`src/common/ib_pkg.sv`:
```
package ib_pkg;

  // ====================
  // Geometry
  // ====================
  localparam int WORDS_PER_LINE = 4;
  localparam int DISP_SIZE      = 3;   // Default dispatch width
  localparam int LINE_DEPTH     = 4;   // Default queue depth

  typedef logic [WORDS_PER_LINE*32-1:0]        line_data_t;
  typedef logic [WORDS_PER_LINE-1:0]           word_en_t;
  typedef logic [$clog2(WORDS_PER_LINE)-1:0]   word_idx_t;
  typedef logic [31:0]                         pc_t;
  typedef logic [31:0]                         inst_t;
  typedef logic [$clog2(DISP_SIZE+1)-1:0]      disp_cnt_t;

  // Instruction classes seen by dispatch
  typedef enum logic [2:0] {
    CAT_ARITH,
    CAT_LD,
    CAT_ST,
    CAT_BR,
    CAT_CSU,
    CAT_ILLEGAL
  } inst_cat_t;

  // ====================
  // Issue limits
  // ====================
  // Per group, counted from slot 0
  localparam disp_cnt_t ARITH_LIMIT   = 2'd2;
  localparam disp_cnt_t MEM_LIMIT     = 2'd1;  // Loads and stores together
  localparam disp_cnt_t BR_LIMIT      = 2'd1;
  localparam disp_cnt_t CSU_LIMIT     = 2'd1;
  localparam disp_cnt_t ILLEGAL_LIMIT = 2'd1;

endpackage

```
`src/common/ib_window_if.sv`:
```
`timescale 1ns/100ps

interface ib_window_if #(
  parameter int DISP_SIZE = ib_pkg::DISP_SIZE
);
  import ib_pkg::*;

  logic [DISP_SIZE-1:0] slot_valid;
  inst_t                slot_inst [DISP_SIZE];
  pc_t                  slot_pc   [DISP_SIZE];  // Byte address of each slot
  inst_cat_t            slot_cat  [DISP_SIZE];

  modport builder (
    output slot_valid, slot_inst, slot_pc, slot_cat
  );

  modport picker (
    input slot_valid, slot_inst, slot_pc, slot_cat
  );

endinterface

```
`src/design/ib_top.sv`:
```
`timescale 1ns/100ps

module ib_top #(
  parameter int LINE_DEPTH = ib_pkg::LINE_DEPTH,
  parameter int DISP_SIZE  = ib_pkg::DISP_SIZE
) (
  input  logic                  i_clk,
  input  logic                  i_reset_n,
  input  logic                  i_flush_valid,

  // Fetch side
  input  logic                  i_inst_valid,
  output logic                  o_inst_ready,
  input  ib_pkg::pc_t           i_inst_pc,
  input  ib_pkg::line_data_t    i_inst_in,
  input  ib_pkg::word_en_t      i_inst_en,

  // Dispatch side
  output logic                  o_disp_valid,
  input  logic                  i_disp_ready,
  output logic [DISP_SIZE-1:0]  o_disp_mask,
  output ib_pkg::inst_t         o_disp_inst [DISP_SIZE],
  output ib_pkg::pc_t           o_disp_pc   [DISP_SIZE],
  output ib_pkg::inst_cat_t     o_disp_cat  [DISP_SIZE],
  output logic                  o_disp_has_br,
  output ib_pkg::disp_cnt_t     o_ld_cnt,
  output ib_pkg::disp_cnt_t     o_st_cnt
);
  import ib_pkg::*;

  localparam int PTR_W = $clog2(LINE_DEPTH);

  logic             w_wr_en;
  logic [PTR_W-1:0] w_wr_ptr;
  logic [PTR_W-1:0] w_head_ptr;
  logic [PTR_W-1:0] w_next_ptr;
  logic             w_head_held;
  logic             w_next_held;
  word_idx_t        w_cursor;
  word_idx_t        w_head_offset;
  logic             w_disp_fire;
  disp_cnt_t        w_adv_cnt;

  line_data_t       w_head_data;
  line_data_t       w_next_data;
  pc_t              w_head_pc;
  pc_t              w_next_pc;
  word_en_t         w_head_en;
  word_en_t         w_next_en;

  ib_window_if #(.DISP_SIZE(DISP_SIZE)) win_if ();

  // ====================
  // Line queue
  // ====================
  ib_queue_ctrl #(.LINE_DEPTH(LINE_DEPTH)) u_queue_ctrl (
    .i_clk         (i_clk),
    .i_reset_n     (i_reset_n),
    .i_flush_valid (i_flush_valid),
    .i_inst_valid  (i_inst_valid),
    .i_disp_fire   (w_disp_fire),
    .i_adv_cnt     (w_adv_cnt),
    .i_head_offset (w_head_offset),
    .o_inst_ready  (o_inst_ready),
    .o_wr_en       (w_wr_en),
    .o_wr_ptr      (w_wr_ptr),
    .o_head_ptr    (w_head_ptr),
    .o_next_ptr    (w_next_ptr),
    .o_head_held   (w_head_held),
    .o_next_held   (w_next_held),
    .o_cursor      (w_cursor)
  );

  ib_line_store #(.LINE_DEPTH(LINE_DEPTH)) u_line_store (
    .i_clk       (i_clk),
    .i_reset_n   (i_reset_n),
    .i_wr_en     (w_wr_en),
    .i_wr_ptr    (w_wr_ptr),
    .i_head_ptr  (w_head_ptr),
    .i_next_ptr  (w_next_ptr),
    .i_line_data (i_inst_in),
    .i_line_pc   (i_inst_pc),
    .i_line_en   (i_inst_en),
    .o_head_data (w_head_data),
    .o_next_data (w_next_data),
    .o_head_pc   (w_head_pc),
    .o_next_pc   (w_next_pc),
    .o_head_en   (w_head_en),
    .o_next_en   (w_next_en)
  );

  // ====================
  // Dispatch
  // ====================
  ib_window #(.DISP_SIZE(DISP_SIZE)) u_window (
    .i_head_data   (w_head_data),
    .i_next_data   (w_next_data),
    .i_head_pc     (w_head_pc),
    .i_next_pc     (w_next_pc),
    .i_head_en     (w_head_en),
    .i_next_en     (w_next_en),
    .i_head_held   (w_head_held),
    .i_next_held   (w_next_held),
    .i_cursor      (w_cursor),
    .o_head_offset (w_head_offset),
    .win           (win_if.builder)
  );

  ib_group_pick #(.DISP_SIZE(DISP_SIZE)) u_group_pick (
    .i_flush_valid (i_flush_valid),
    .i_disp_ready  (i_disp_ready),
    .win           (win_if.picker),
    .o_disp_valid  (o_disp_valid),
    .o_disp_mask   (o_disp_mask),
    .o_disp_inst   (o_disp_inst),
    .o_disp_pc     (o_disp_pc),
    .o_disp_cat    (o_disp_cat),
    .o_disp_has_br (o_disp_has_br),
    .o_ld_cnt      (o_ld_cnt),
    .o_st_cnt      (o_st_cnt),
    .o_disp_fire   (w_disp_fire),
    .o_adv_cnt     (w_adv_cnt)
  );

endmodule

```
`src/dispatch/ib_group_pick.sv`:
```
`timescale 1ns/100ps

module ib_group_pick #(
  parameter int DISP_SIZE = ib_pkg::DISP_SIZE
) (
  input  logic                 i_flush_valid,
  input  logic                 i_disp_ready,
  ib_window_if.picker          win,
  output logic                 o_disp_valid,
  output logic [DISP_SIZE-1:0] o_disp_mask,
  output ib_pkg::inst_t        o_disp_inst [DISP_SIZE],
  output ib_pkg::pc_t          o_disp_pc   [DISP_SIZE],
  output ib_pkg::inst_cat_t    o_disp_cat  [DISP_SIZE],
  output logic                 o_disp_has_br,
  output ib_pkg::disp_cnt_t    o_ld_cnt,
  output ib_pkg::disp_cnt_t    o_st_cnt,
  output logic                 o_disp_fire,
  output ib_pkg::disp_cnt_t    o_adv_cnt
);
  import ib_pkg::*;

  // ====================
  // Prefix under limits
  // ====================
  always_comb begin
    disp_cnt_t arith_n;
    disp_cnt_t mem_n;
    disp_cnt_t br_n;
    disp_cnt_t csu_n;
    disp_cnt_t ill_n;
    logic      run;
    logic      fits;

    arith_n = '0;
    mem_n   = '0;
    br_n    = '0;
    csu_n   = '0;
    ill_n   = '0;
    run     = 1'b1;
    for (int k = 0; k < DISP_SIZE; k++) begin
      case (win.slot_cat[k])
        CAT_ARITH:      fits = (arith_n < ARITH_LIMIT);
        CAT_LD, CAT_ST: fits = (mem_n < MEM_LIMIT);
        CAT_BR:         fits = (br_n < BR_LIMIT);
        CAT_CSU:        fits = (csu_n < CSU_LIMIT);
        default:        fits = (ill_n < ILLEGAL_LIMIT);
      endcase
      run = run & win.slot_valid[k] & fits;  // First miss ends the group
      o_disp_mask[k] = run;
      if (run) begin
        case (win.slot_cat[k])
          CAT_ARITH:      arith_n = arith_n + 1'b1;
          CAT_LD, CAT_ST: mem_n   = mem_n + 1'b1;
          CAT_BR:         br_n    = br_n + 1'b1;
          CAT_CSU:        csu_n   = csu_n + 1'b1;
          default:        ill_n   = ill_n + 1'b1;
        endcase
      end
    end
  end

  // Group contents and counts
  always_comb begin
    o_adv_cnt     = '0;
    o_ld_cnt      = '0;
    o_st_cnt      = '0;
    o_disp_has_br = 1'b0;
    for (int k = 0; k < DISP_SIZE; k++) begin
      if (o_disp_mask[k]) begin
        o_disp_inst[k] = win.slot_inst[k];
        o_disp_pc[k]   = win.slot_pc[k];
        o_disp_cat[k]  = win.slot_cat[k];
        o_adv_cnt      = o_adv_cnt + 1'b1;
        if (win.slot_cat[k] == CAT_LD) o_ld_cnt = o_ld_cnt + 1'b1;
        if (win.slot_cat[k] == CAT_ST) o_st_cnt = o_st_cnt + 1'b1;
        if (win.slot_cat[k] == CAT_BR) o_disp_has_br = 1'b1;
      end else begin
        o_disp_inst[k] = '0;
        o_disp_pc[k]   = '0;
        o_disp_cat[k]  = CAT_ARITH;
      end
    end
  end

  assign o_disp_valid = o_disp_mask[0] & ~i_flush_valid;
  assign o_disp_fire  = o_disp_valid & i_disp_ready;

endmodule

```
`src/dispatch/ib_window.sv`:
```
`timescale 1ns/100ps

module ib_window #(
  parameter int DISP_SIZE = ib_pkg::DISP_SIZE
) (
  input  ib_pkg::line_data_t i_head_data,
  input  ib_pkg::line_data_t i_next_data,
  input  ib_pkg::pc_t        i_head_pc,
  input  ib_pkg::pc_t        i_next_pc,
  input  ib_pkg::word_en_t   i_head_en,
  input  ib_pkg::word_en_t   i_next_en,
  input  logic               i_head_held,
  input  logic               i_next_held,
  input  ib_pkg::word_idx_t  i_cursor,
  output ib_pkg::word_idx_t  o_head_offset,
  ib_window_if.builder       win
);
  import ib_pkg::*;

  localparam int WORD_W   = $bits(word_idx_t);
  localparam int POS_W    = WORD_W + 1;   // MSB marks the next line
  localparam int LINE_B_W = WORD_W + 2;   // Byte offset bits of a line
  localparam int INST_W   = $bits(inst_t);

  word_idx_t w_start;

  function automatic inst_cat_t classify(input inst_t inst);
    case (inst[6:0])
      7'b0110011, 7'b0010011,
      7'b0110111, 7'b0010111: classify = CAT_ARITH;    // OP, OP-IMM, LUI, AUIPC
      7'b0000011:             classify = CAT_LD;
      7'b0100011:             classify = CAT_ST;
      7'b1100011, 7'b1101111,
      7'b1100111:             classify = CAT_BR;       // BRANCH, JAL, JALR
      7'b1110011:             classify = CAT_CSU;      // SYSTEM
      default:                classify = CAT_ILLEGAL;
    endcase
  endfunction

  assign o_head_offset = i_head_pc[LINE_B_W-1:2];
  assign w_start       = (o_head_offset > i_cursor) ? o_head_offset : i_cursor;

  // ====================
  // Slot extraction
  // ====================
  for (genvar k = 0; k < DISP_SIZE; k++) begin : g_slot
    logic [POS_W-1:0] w_pos;
    logic             w_in_next;
    word_idx_t        w_word;
    pc_t              w_base;
    inst_t            w_inst;

    assign w_pos     = POS_W'(w_start) + POS_W'(k);
    assign w_in_next = w_pos[POS_W-1];
    assign w_word    = w_pos[WORD_W-1:0];
    assign w_base    = w_in_next ? i_next_pc : i_head_pc;

    assign w_inst = w_in_next ? i_next_data[INST_W*w_word +: INST_W]
                              : i_head_data[INST_W*w_word +: INST_W];

    // Word must be held and enabled
    assign win.slot_valid[k] = w_in_next ? (i_next_held & i_next_en[w_word])
                                         : (i_head_held & i_head_en[w_word]);
    assign win.slot_inst[k]  = w_inst;
    assign win.slot_pc[k]    = {w_base[$bits(pc_t)-1:LINE_B_W], w_word, 2'b00};
    assign win.slot_cat[k]   = classify(w_inst);
  end

endmodule

```
`src/queue/ib_line_store.sv`:
```
`timescale 1ns/100ps

module ib_line_store #(
  parameter int LINE_DEPTH = ib_pkg::LINE_DEPTH
) (
  input  logic                          i_clk,
  input  logic                          i_reset_n,
  input  logic                          i_wr_en,
  input  logic [$clog2(LINE_DEPTH)-1:0] i_wr_ptr,
  input  logic [$clog2(LINE_DEPTH)-1:0] i_head_ptr,
  input  logic [$clog2(LINE_DEPTH)-1:0] i_next_ptr,
  input  ib_pkg::line_data_t            i_line_data,
  input  ib_pkg::pc_t                   i_line_pc,
  input  ib_pkg::word_en_t              i_line_en,
  output ib_pkg::line_data_t            o_head_data,
  output ib_pkg::line_data_t            o_next_data,
  output ib_pkg::pc_t                   o_head_pc,
  output ib_pkg::pc_t                   o_next_pc,
  output ib_pkg::word_en_t              o_head_en,
  output ib_pkg::word_en_t              o_next_en
);
  import ib_pkg::*;

  line_data_t r_data [LINE_DEPTH];
  pc_t        r_pc   [LINE_DEPTH];
  word_en_t   r_en   [LINE_DEPTH];

  // Line payload
  always_ff @(posedge i_clk) begin
    if (i_wr_en) begin
      r_data[i_wr_ptr] <= i_line_data;
      r_pc[i_wr_ptr]   <= i_line_pc;
    end
  end

  // Word enables start out clear
  always_ff @(posedge i_clk, negedge i_reset_n) begin
    if (!i_reset_n) begin
      for (int i = 0; i < LINE_DEPTH; i++) begin
        r_en[i] <= '0;
      end
    end else if (i_wr_en) begin
      r_en[i_wr_ptr] <= i_line_en;
    end
  end

  // ====================
  // Read ports
  // ====================
  assign o_head_data = r_data[i_head_ptr];
  assign o_head_pc   = r_pc[i_head_ptr];
  assign o_head_en   = r_en[i_head_ptr];

  assign o_next_data = r_data[i_next_ptr];  // Line after the head
  assign o_next_pc   = r_pc[i_next_ptr];
  assign o_next_en   = r_en[i_next_ptr];

endmodule

```
`src/queue/ib_queue_ctrl.sv`:
```
`timescale 1ns/100ps

module ib_queue_ctrl #(
  parameter int LINE_DEPTH = ib_pkg::LINE_DEPTH
) (
  input  logic                          i_clk,
  input  logic                          i_reset_n,
  input  logic                          i_flush_valid,
  input  logic                          i_inst_valid,
  input  logic                          i_disp_fire,
  input  ib_pkg::disp_cnt_t             i_adv_cnt,
  input  ib_pkg::word_idx_t             i_head_offset,
  output logic                          o_inst_ready,
  output logic                          o_wr_en,
  output logic [$clog2(LINE_DEPTH)-1:0] o_wr_ptr,
  output logic [$clog2(LINE_DEPTH)-1:0] o_head_ptr,
  output logic [$clog2(LINE_DEPTH)-1:0] o_next_ptr,
  output logic                          o_head_held,
  output logic                          o_next_held,
  output ib_pkg::word_idx_t             o_cursor
);
  import ib_pkg::*;

  localparam int PTR_W = $clog2(LINE_DEPTH);
  localparam int CNT_W = $clog2(LINE_DEPTH + 1);
  localparam int POS_W = $bits(word_idx_t) + 1;

  logic [PTR_W-1:0] r_wr_ptr;
  logic [PTR_W-1:0] r_rd_ptr;
  logic [CNT_W-1:0] r_count;
  word_idx_t        r_cursor;

  word_idx_t        w_start;
  logic [POS_W-1:0] w_end_pos;
  logic             w_retire;
  word_idx_t        w_cursor_nxt;

  function automatic logic [PTR_W-1:0] ptr_inc(input logic [PTR_W-1:0] ptr);
    ptr_inc = (ptr == PTR_W'(LINE_DEPTH - 1)) ? '0 : ptr + PTR_W'(1);
  endfunction

  assign o_inst_ready = (r_count < CNT_W'(LINE_DEPTH));
  assign o_wr_en      = i_inst_valid & o_inst_ready & ~i_flush_valid;

  // First word still owed from the head line
  assign w_start   = (i_head_offset > r_cursor) ? i_head_offset : r_cursor;
  assign w_end_pos = POS_W'(w_start) + POS_W'(i_adv_cnt);
  assign w_retire  = i_disp_fire & (w_end_pos >= POS_W'(WORDS_PER_LINE));

  assign w_cursor_nxt = word_idx_t'(w_end_pos);  // Wraps to the overflow on retire

  always_ff @(posedge i_clk, negedge i_reset_n) begin
    if (!i_reset_n) begin
      r_wr_ptr <= '0;
      r_rd_ptr <= '0;
      r_count  <= '0;
      r_cursor <= '0;
    end else if (i_flush_valid) begin
      r_wr_ptr <= '0;
      r_rd_ptr <= '0;
      r_count  <= '0;
      r_cursor <= '0;
    end else begin
      if (o_wr_en) r_wr_ptr <= ptr_inc(r_wr_ptr);
      if (w_retire) r_rd_ptr <= ptr_inc(r_rd_ptr);
      if (i_disp_fire) r_cursor <= w_cursor_nxt;
      case ({o_wr_en, w_retire})
        2'b10:   r_count <= r_count + CNT_W'(1);
        2'b01:   r_count <= r_count - CNT_W'(1);
        default: r_count <= r_count;  // Both or neither
      endcase
    end
  end

  assign o_wr_ptr    = r_wr_ptr;
  assign o_head_ptr  = r_rd_ptr;
  assign o_next_ptr  = ptr_inc(r_rd_ptr);
  assign o_head_held = (r_count != '0);
  assign o_next_held = (r_count > CNT_W'(1));
  assign o_cursor    = r_cursor;

endmodule

```
`config.mk`:
```
export PLATFORM = sky130hd
export DESIGN_NAME = ib_top
export DESIGN_NICKNAME = d
export VERILOG_FILES = /design/src/common/ib_pkg.sv /design/src/common/ib_window_if.sv /design/src/design/ib_top.sv /design/src/dispatch/ib_group_pick.sv /design/src/dispatch/ib_window.sv /design/src/queue/ib_line_store.sv /design/src/queue/ib_queue_ctrl.sv
export SDC_FILE = /design/constraint.sdc
export NUM_CORES = 1
export LEC_CHECK = 0
export BUFFER_PORTS_ARGS = -buffer_cell sky130_fd_sc_hd__buf_2
export CAP_MARGIN = 20
export CORE_ASPECT_RATIO = 1.25
export CORE_UTILIZATION = 60
export DETAILED_ROUTE_END_ITERATION = 16
export GPL_ROUTABILITY_DRIVEN = 0
export PLACE_DENSITY = 0.93
export SETUP_SLACK_MARGIN = 0.4
export SLEW_MARGIN = 25
export SYNTH_ARGS = -nofsm -noshare
export SYNTH_HDL_FRONTEND = slang
export SYNTH_SLANG_ARGS = --single-unit
```
`constraint.sdc`:
```
create_clock -name i_clk -period 20.3 [get_ports i_clk]
set_clock_uncertainty 0.15 [all_clocks]
set_input_delay 6.09 -clock i_clk [delete_from_list [all_inputs] [get_ports i_clk]]
set_output_delay 6.09 -clock i_clk [all_outputs]
set_load 0.02 [all_outputs]
```
==> flow_summary.ini <==
[timing]
report.final.hold_viol_count = 0
maxSlewHeadroom_pct = 28.17
worst_pin_slew_ps = 1077
slew_violations = 0
fin_tns_setup_ps = 0
max_freq_mhz = 58.04
rsz0062_at_grt = no
period_share_pct = 84.87
fin_crit_ps = 17230
setup_viol_count_final = 0

[floorplan]
start_util_pct = 60.90
dieArea_sq_um = 58130
die_w_um = 215.8
num_rows = 97
io_pins = 380
coreArea_sq_um = 56310
die_y_um = 269.3

[logic_synthesis]
syn_area_per_cell_sq_um = 17.70
synth_top_area_share_pct = 55.34
syn_inst = 1938
synth_edf_count = 632
ys.flop_type = edfxtp_1
synth_warnings = 0
async_flop_share_pct = 3.805
synth_area_sq_um = 34300
yosysSeqAreaShare_pct = 57.16
ys_ff_latch = 657
synth_top_cell_by_area = edfxtp_1
synthDistinctLibCells = 75
synthTopCellsByArea = edfxtp_1 (55%), mux4_2 (28%), dfrtp_1 (1.8%), mux2i_1 (1.8%), nand2_1 (1.5%)

[final_layout]
layout.nets = 2441
fillCellCount = 3445
postLayoutCellArea_sq_um = 38760
fin_util_pct = 68.82
area_delta_synth_final_pct = 13.01
final_common_cell = edfxtp_1
layout_common_cells = edfxtp_1 (632), mux4_2 (429), buf_2 (371), nand2_1 (139), nor2_1 (87)
drive_gt1_share_pct = 42.46

[clock_tree]
cts_htree_levels = 2
cts_resized = 0
cts_sinks = 657
cts_buffers = 60
cts_tree = done
clk_path_buf_depth = 3
cts-root-buf = clkbuf_16
clk_pin_slew_worst_paths_ps = 60
cts_setup_buffers = 0
clk_latency_ps = 620
cts_hold_repair.buffers = 0

[power_and_ir_drop]
cellLeakagePower_nw = 13.31
peakVddDrop_v = 0.00008312
power_density_nw_per_um2 = 86.46

[grt]
grt_pass1_wl_mm = 137.4
grt_max_degree = 108
grt_use_total_pct = 31.83
grt_pass1_vias = 22920
overflow = 0
antenna_found_initial = 40

[routing]
first_iter_violations = 2455
drc = 0
wl_mm = 92.03
final_antenna_net_count = 0
vias = 21890
via_per_inst = 7.135
dr.pass1.iters = 6
wl_per_cell_um = 30.00

[placed_design]
place_area_sq_um = 36700
dp_hpwl_mm = 55.47
port-buffer-count = 371

[worst_setup_path]
worstPathMaxFanout = 56
critPathCaptureType = output port
worst_ep_required_time_ps = 14060
rrSetupSlack_ps = 8170
cp.arrival_ps = 10990
crit_path_start_kind = flop
crit_type = flop to output port

[run]
drv_cap = 0

[hold_path]
hp-class = flop to flop

[run_status]
status = finished clean
## area by class of cell
type	instances	area [sq um]	share of cell area (%)
timing repair buffer	400	2111	5.446
clock buffer	78	1600	4.129
clock inverter	32	346.6	0.8942
inverter	25	98.84	0.2550
tap	742	928.4	2.395
sequential	657	19610	50.60
antenna	32	80.08	0.2066
multi-input combinational	1102	13980	36.07
## through the flow
stage / worst slack [ps] / hold WS, ps / total power, mW / instances
5_1_grt: 2784 / 397.6 / 3.444 / 3064
3_3_place_gp: 4033 / 353.0 / 2.202 / 2925
4_1_cts: 3023 / 382.3 / 3.353 / 3035
6_report: 3071 / 383.4 / 3.351 / 3068
3_5_place_dp: 3742 / 366.5 / 2.233 / 2925
2_1_floorplan: 4563 / 339.2 / 2.021 / 1943
## path summary, 6_finish.rpt
path	to	cells after the start	start
hold / removal	u_line_store.r_en[13]	1	u_line_store.r_en[13]
setup / recovery	o_disp_inst[25]	25	u_queue_ctrl.o_head_ptr[1]
hold reg to reg	u_line_store.r_en[13]	1	u_line_store.r_en[13]
min in group asynchronous	u_queue_ctrl.o_cursor[1]	1	i_reset_n
max in group asynchronous	u_queue_ctrl.o_head_ptr[1]	1	i_reset_n
setup reg to reg	u_queue_ctrl.r_count[1]	30	u_queue_ctrl.o_head_ptr[1]
## per-layer routing
metal  vias up  track usage (%)  wire length, um
met3       352            7.005             9714
met4        22            18.98             4820
met5         -                0              133
met2      1719            52.72            47530
li1       8733                -                -
met1     11060            38.47            29830
## critical path: stages (launching register included)
cell and delay (ps):
dfrtp_4 1000, buf_4 710, mux4_2 360, inv_1 50, ha_1 260, nand2b_1 100, and3_1 540, nor2_8 760
inv_4 410, ha_4 960, inv_2 170, buf_4 370, mux4_2 400, nor2_1 400, o21ai_0 190, nor4_1 720
inv_1 120, ha_1 300, or4_1 540, a21oi_1 210, o31ai_2 140, o21ai_2 140, nand3b_4 520, buf_12 410
nor2b_1 190, buf_2 200
## state kept, by name, summed over array words and instances, names as in the netlist
register,count
u_line_store.r_data,512
u_line_store.r_en,16
u_line_store.r_pc,120
u_queue_ctrl.o_cursor,2
u_queue_ctrl.o_head_ptr,2
u_queue_ctrl.o_wr_ptr,2
u_queue_ctrl.r_count,3
## power breakdown
part | switching [mW] | leakage [nW] | internal [mW]
clock | 0.495 | 0.941 | 0.633
sequential | 0.0243 | 6.06 | 1.53
combinational | 0.408 | 6.31 | 0.256
total | 0.927 | 13.3 | 2.42
## cell usage after synthesis, types with 11 or more instances
cell type    n
inv_1       20
o21ai_0     18
edfxtp_1   632
and2_1      64
buf_2       18
mux2i_1     61
nand2_1    139
buf_1       34
mux2_2      23
mux4_2     429
dfrtp_1     25
nand3_1     21
a31oi_1     12
a21oi_1     61
nor2_1      87
nor2b_1     30
clkbuf_1    91
ha_1        25
buf_4       11
## kinds of logic (layout without fill, tap and decap cells)
group | after synthesis | count (layout) | synth area share (%)
adder cells (fa/ha/maj) | 28 | 28 | 1.029
AND/OR/NAND/NOR | 393 | 393 | 5.582
AO/OA/AOI/OAI | 153 | 153 | 2.959
multiplexers | 515 | 515 | 30.77
other | 1 | 38 | 0.01093
XOR/XNOR | 7 | 7 | 0.1788
flip-flops | 657 | 657 | 57.16
buffers and inverters | 184 | 535 | 2.309
Note: power is estimated with default switching activity, not from simulation.
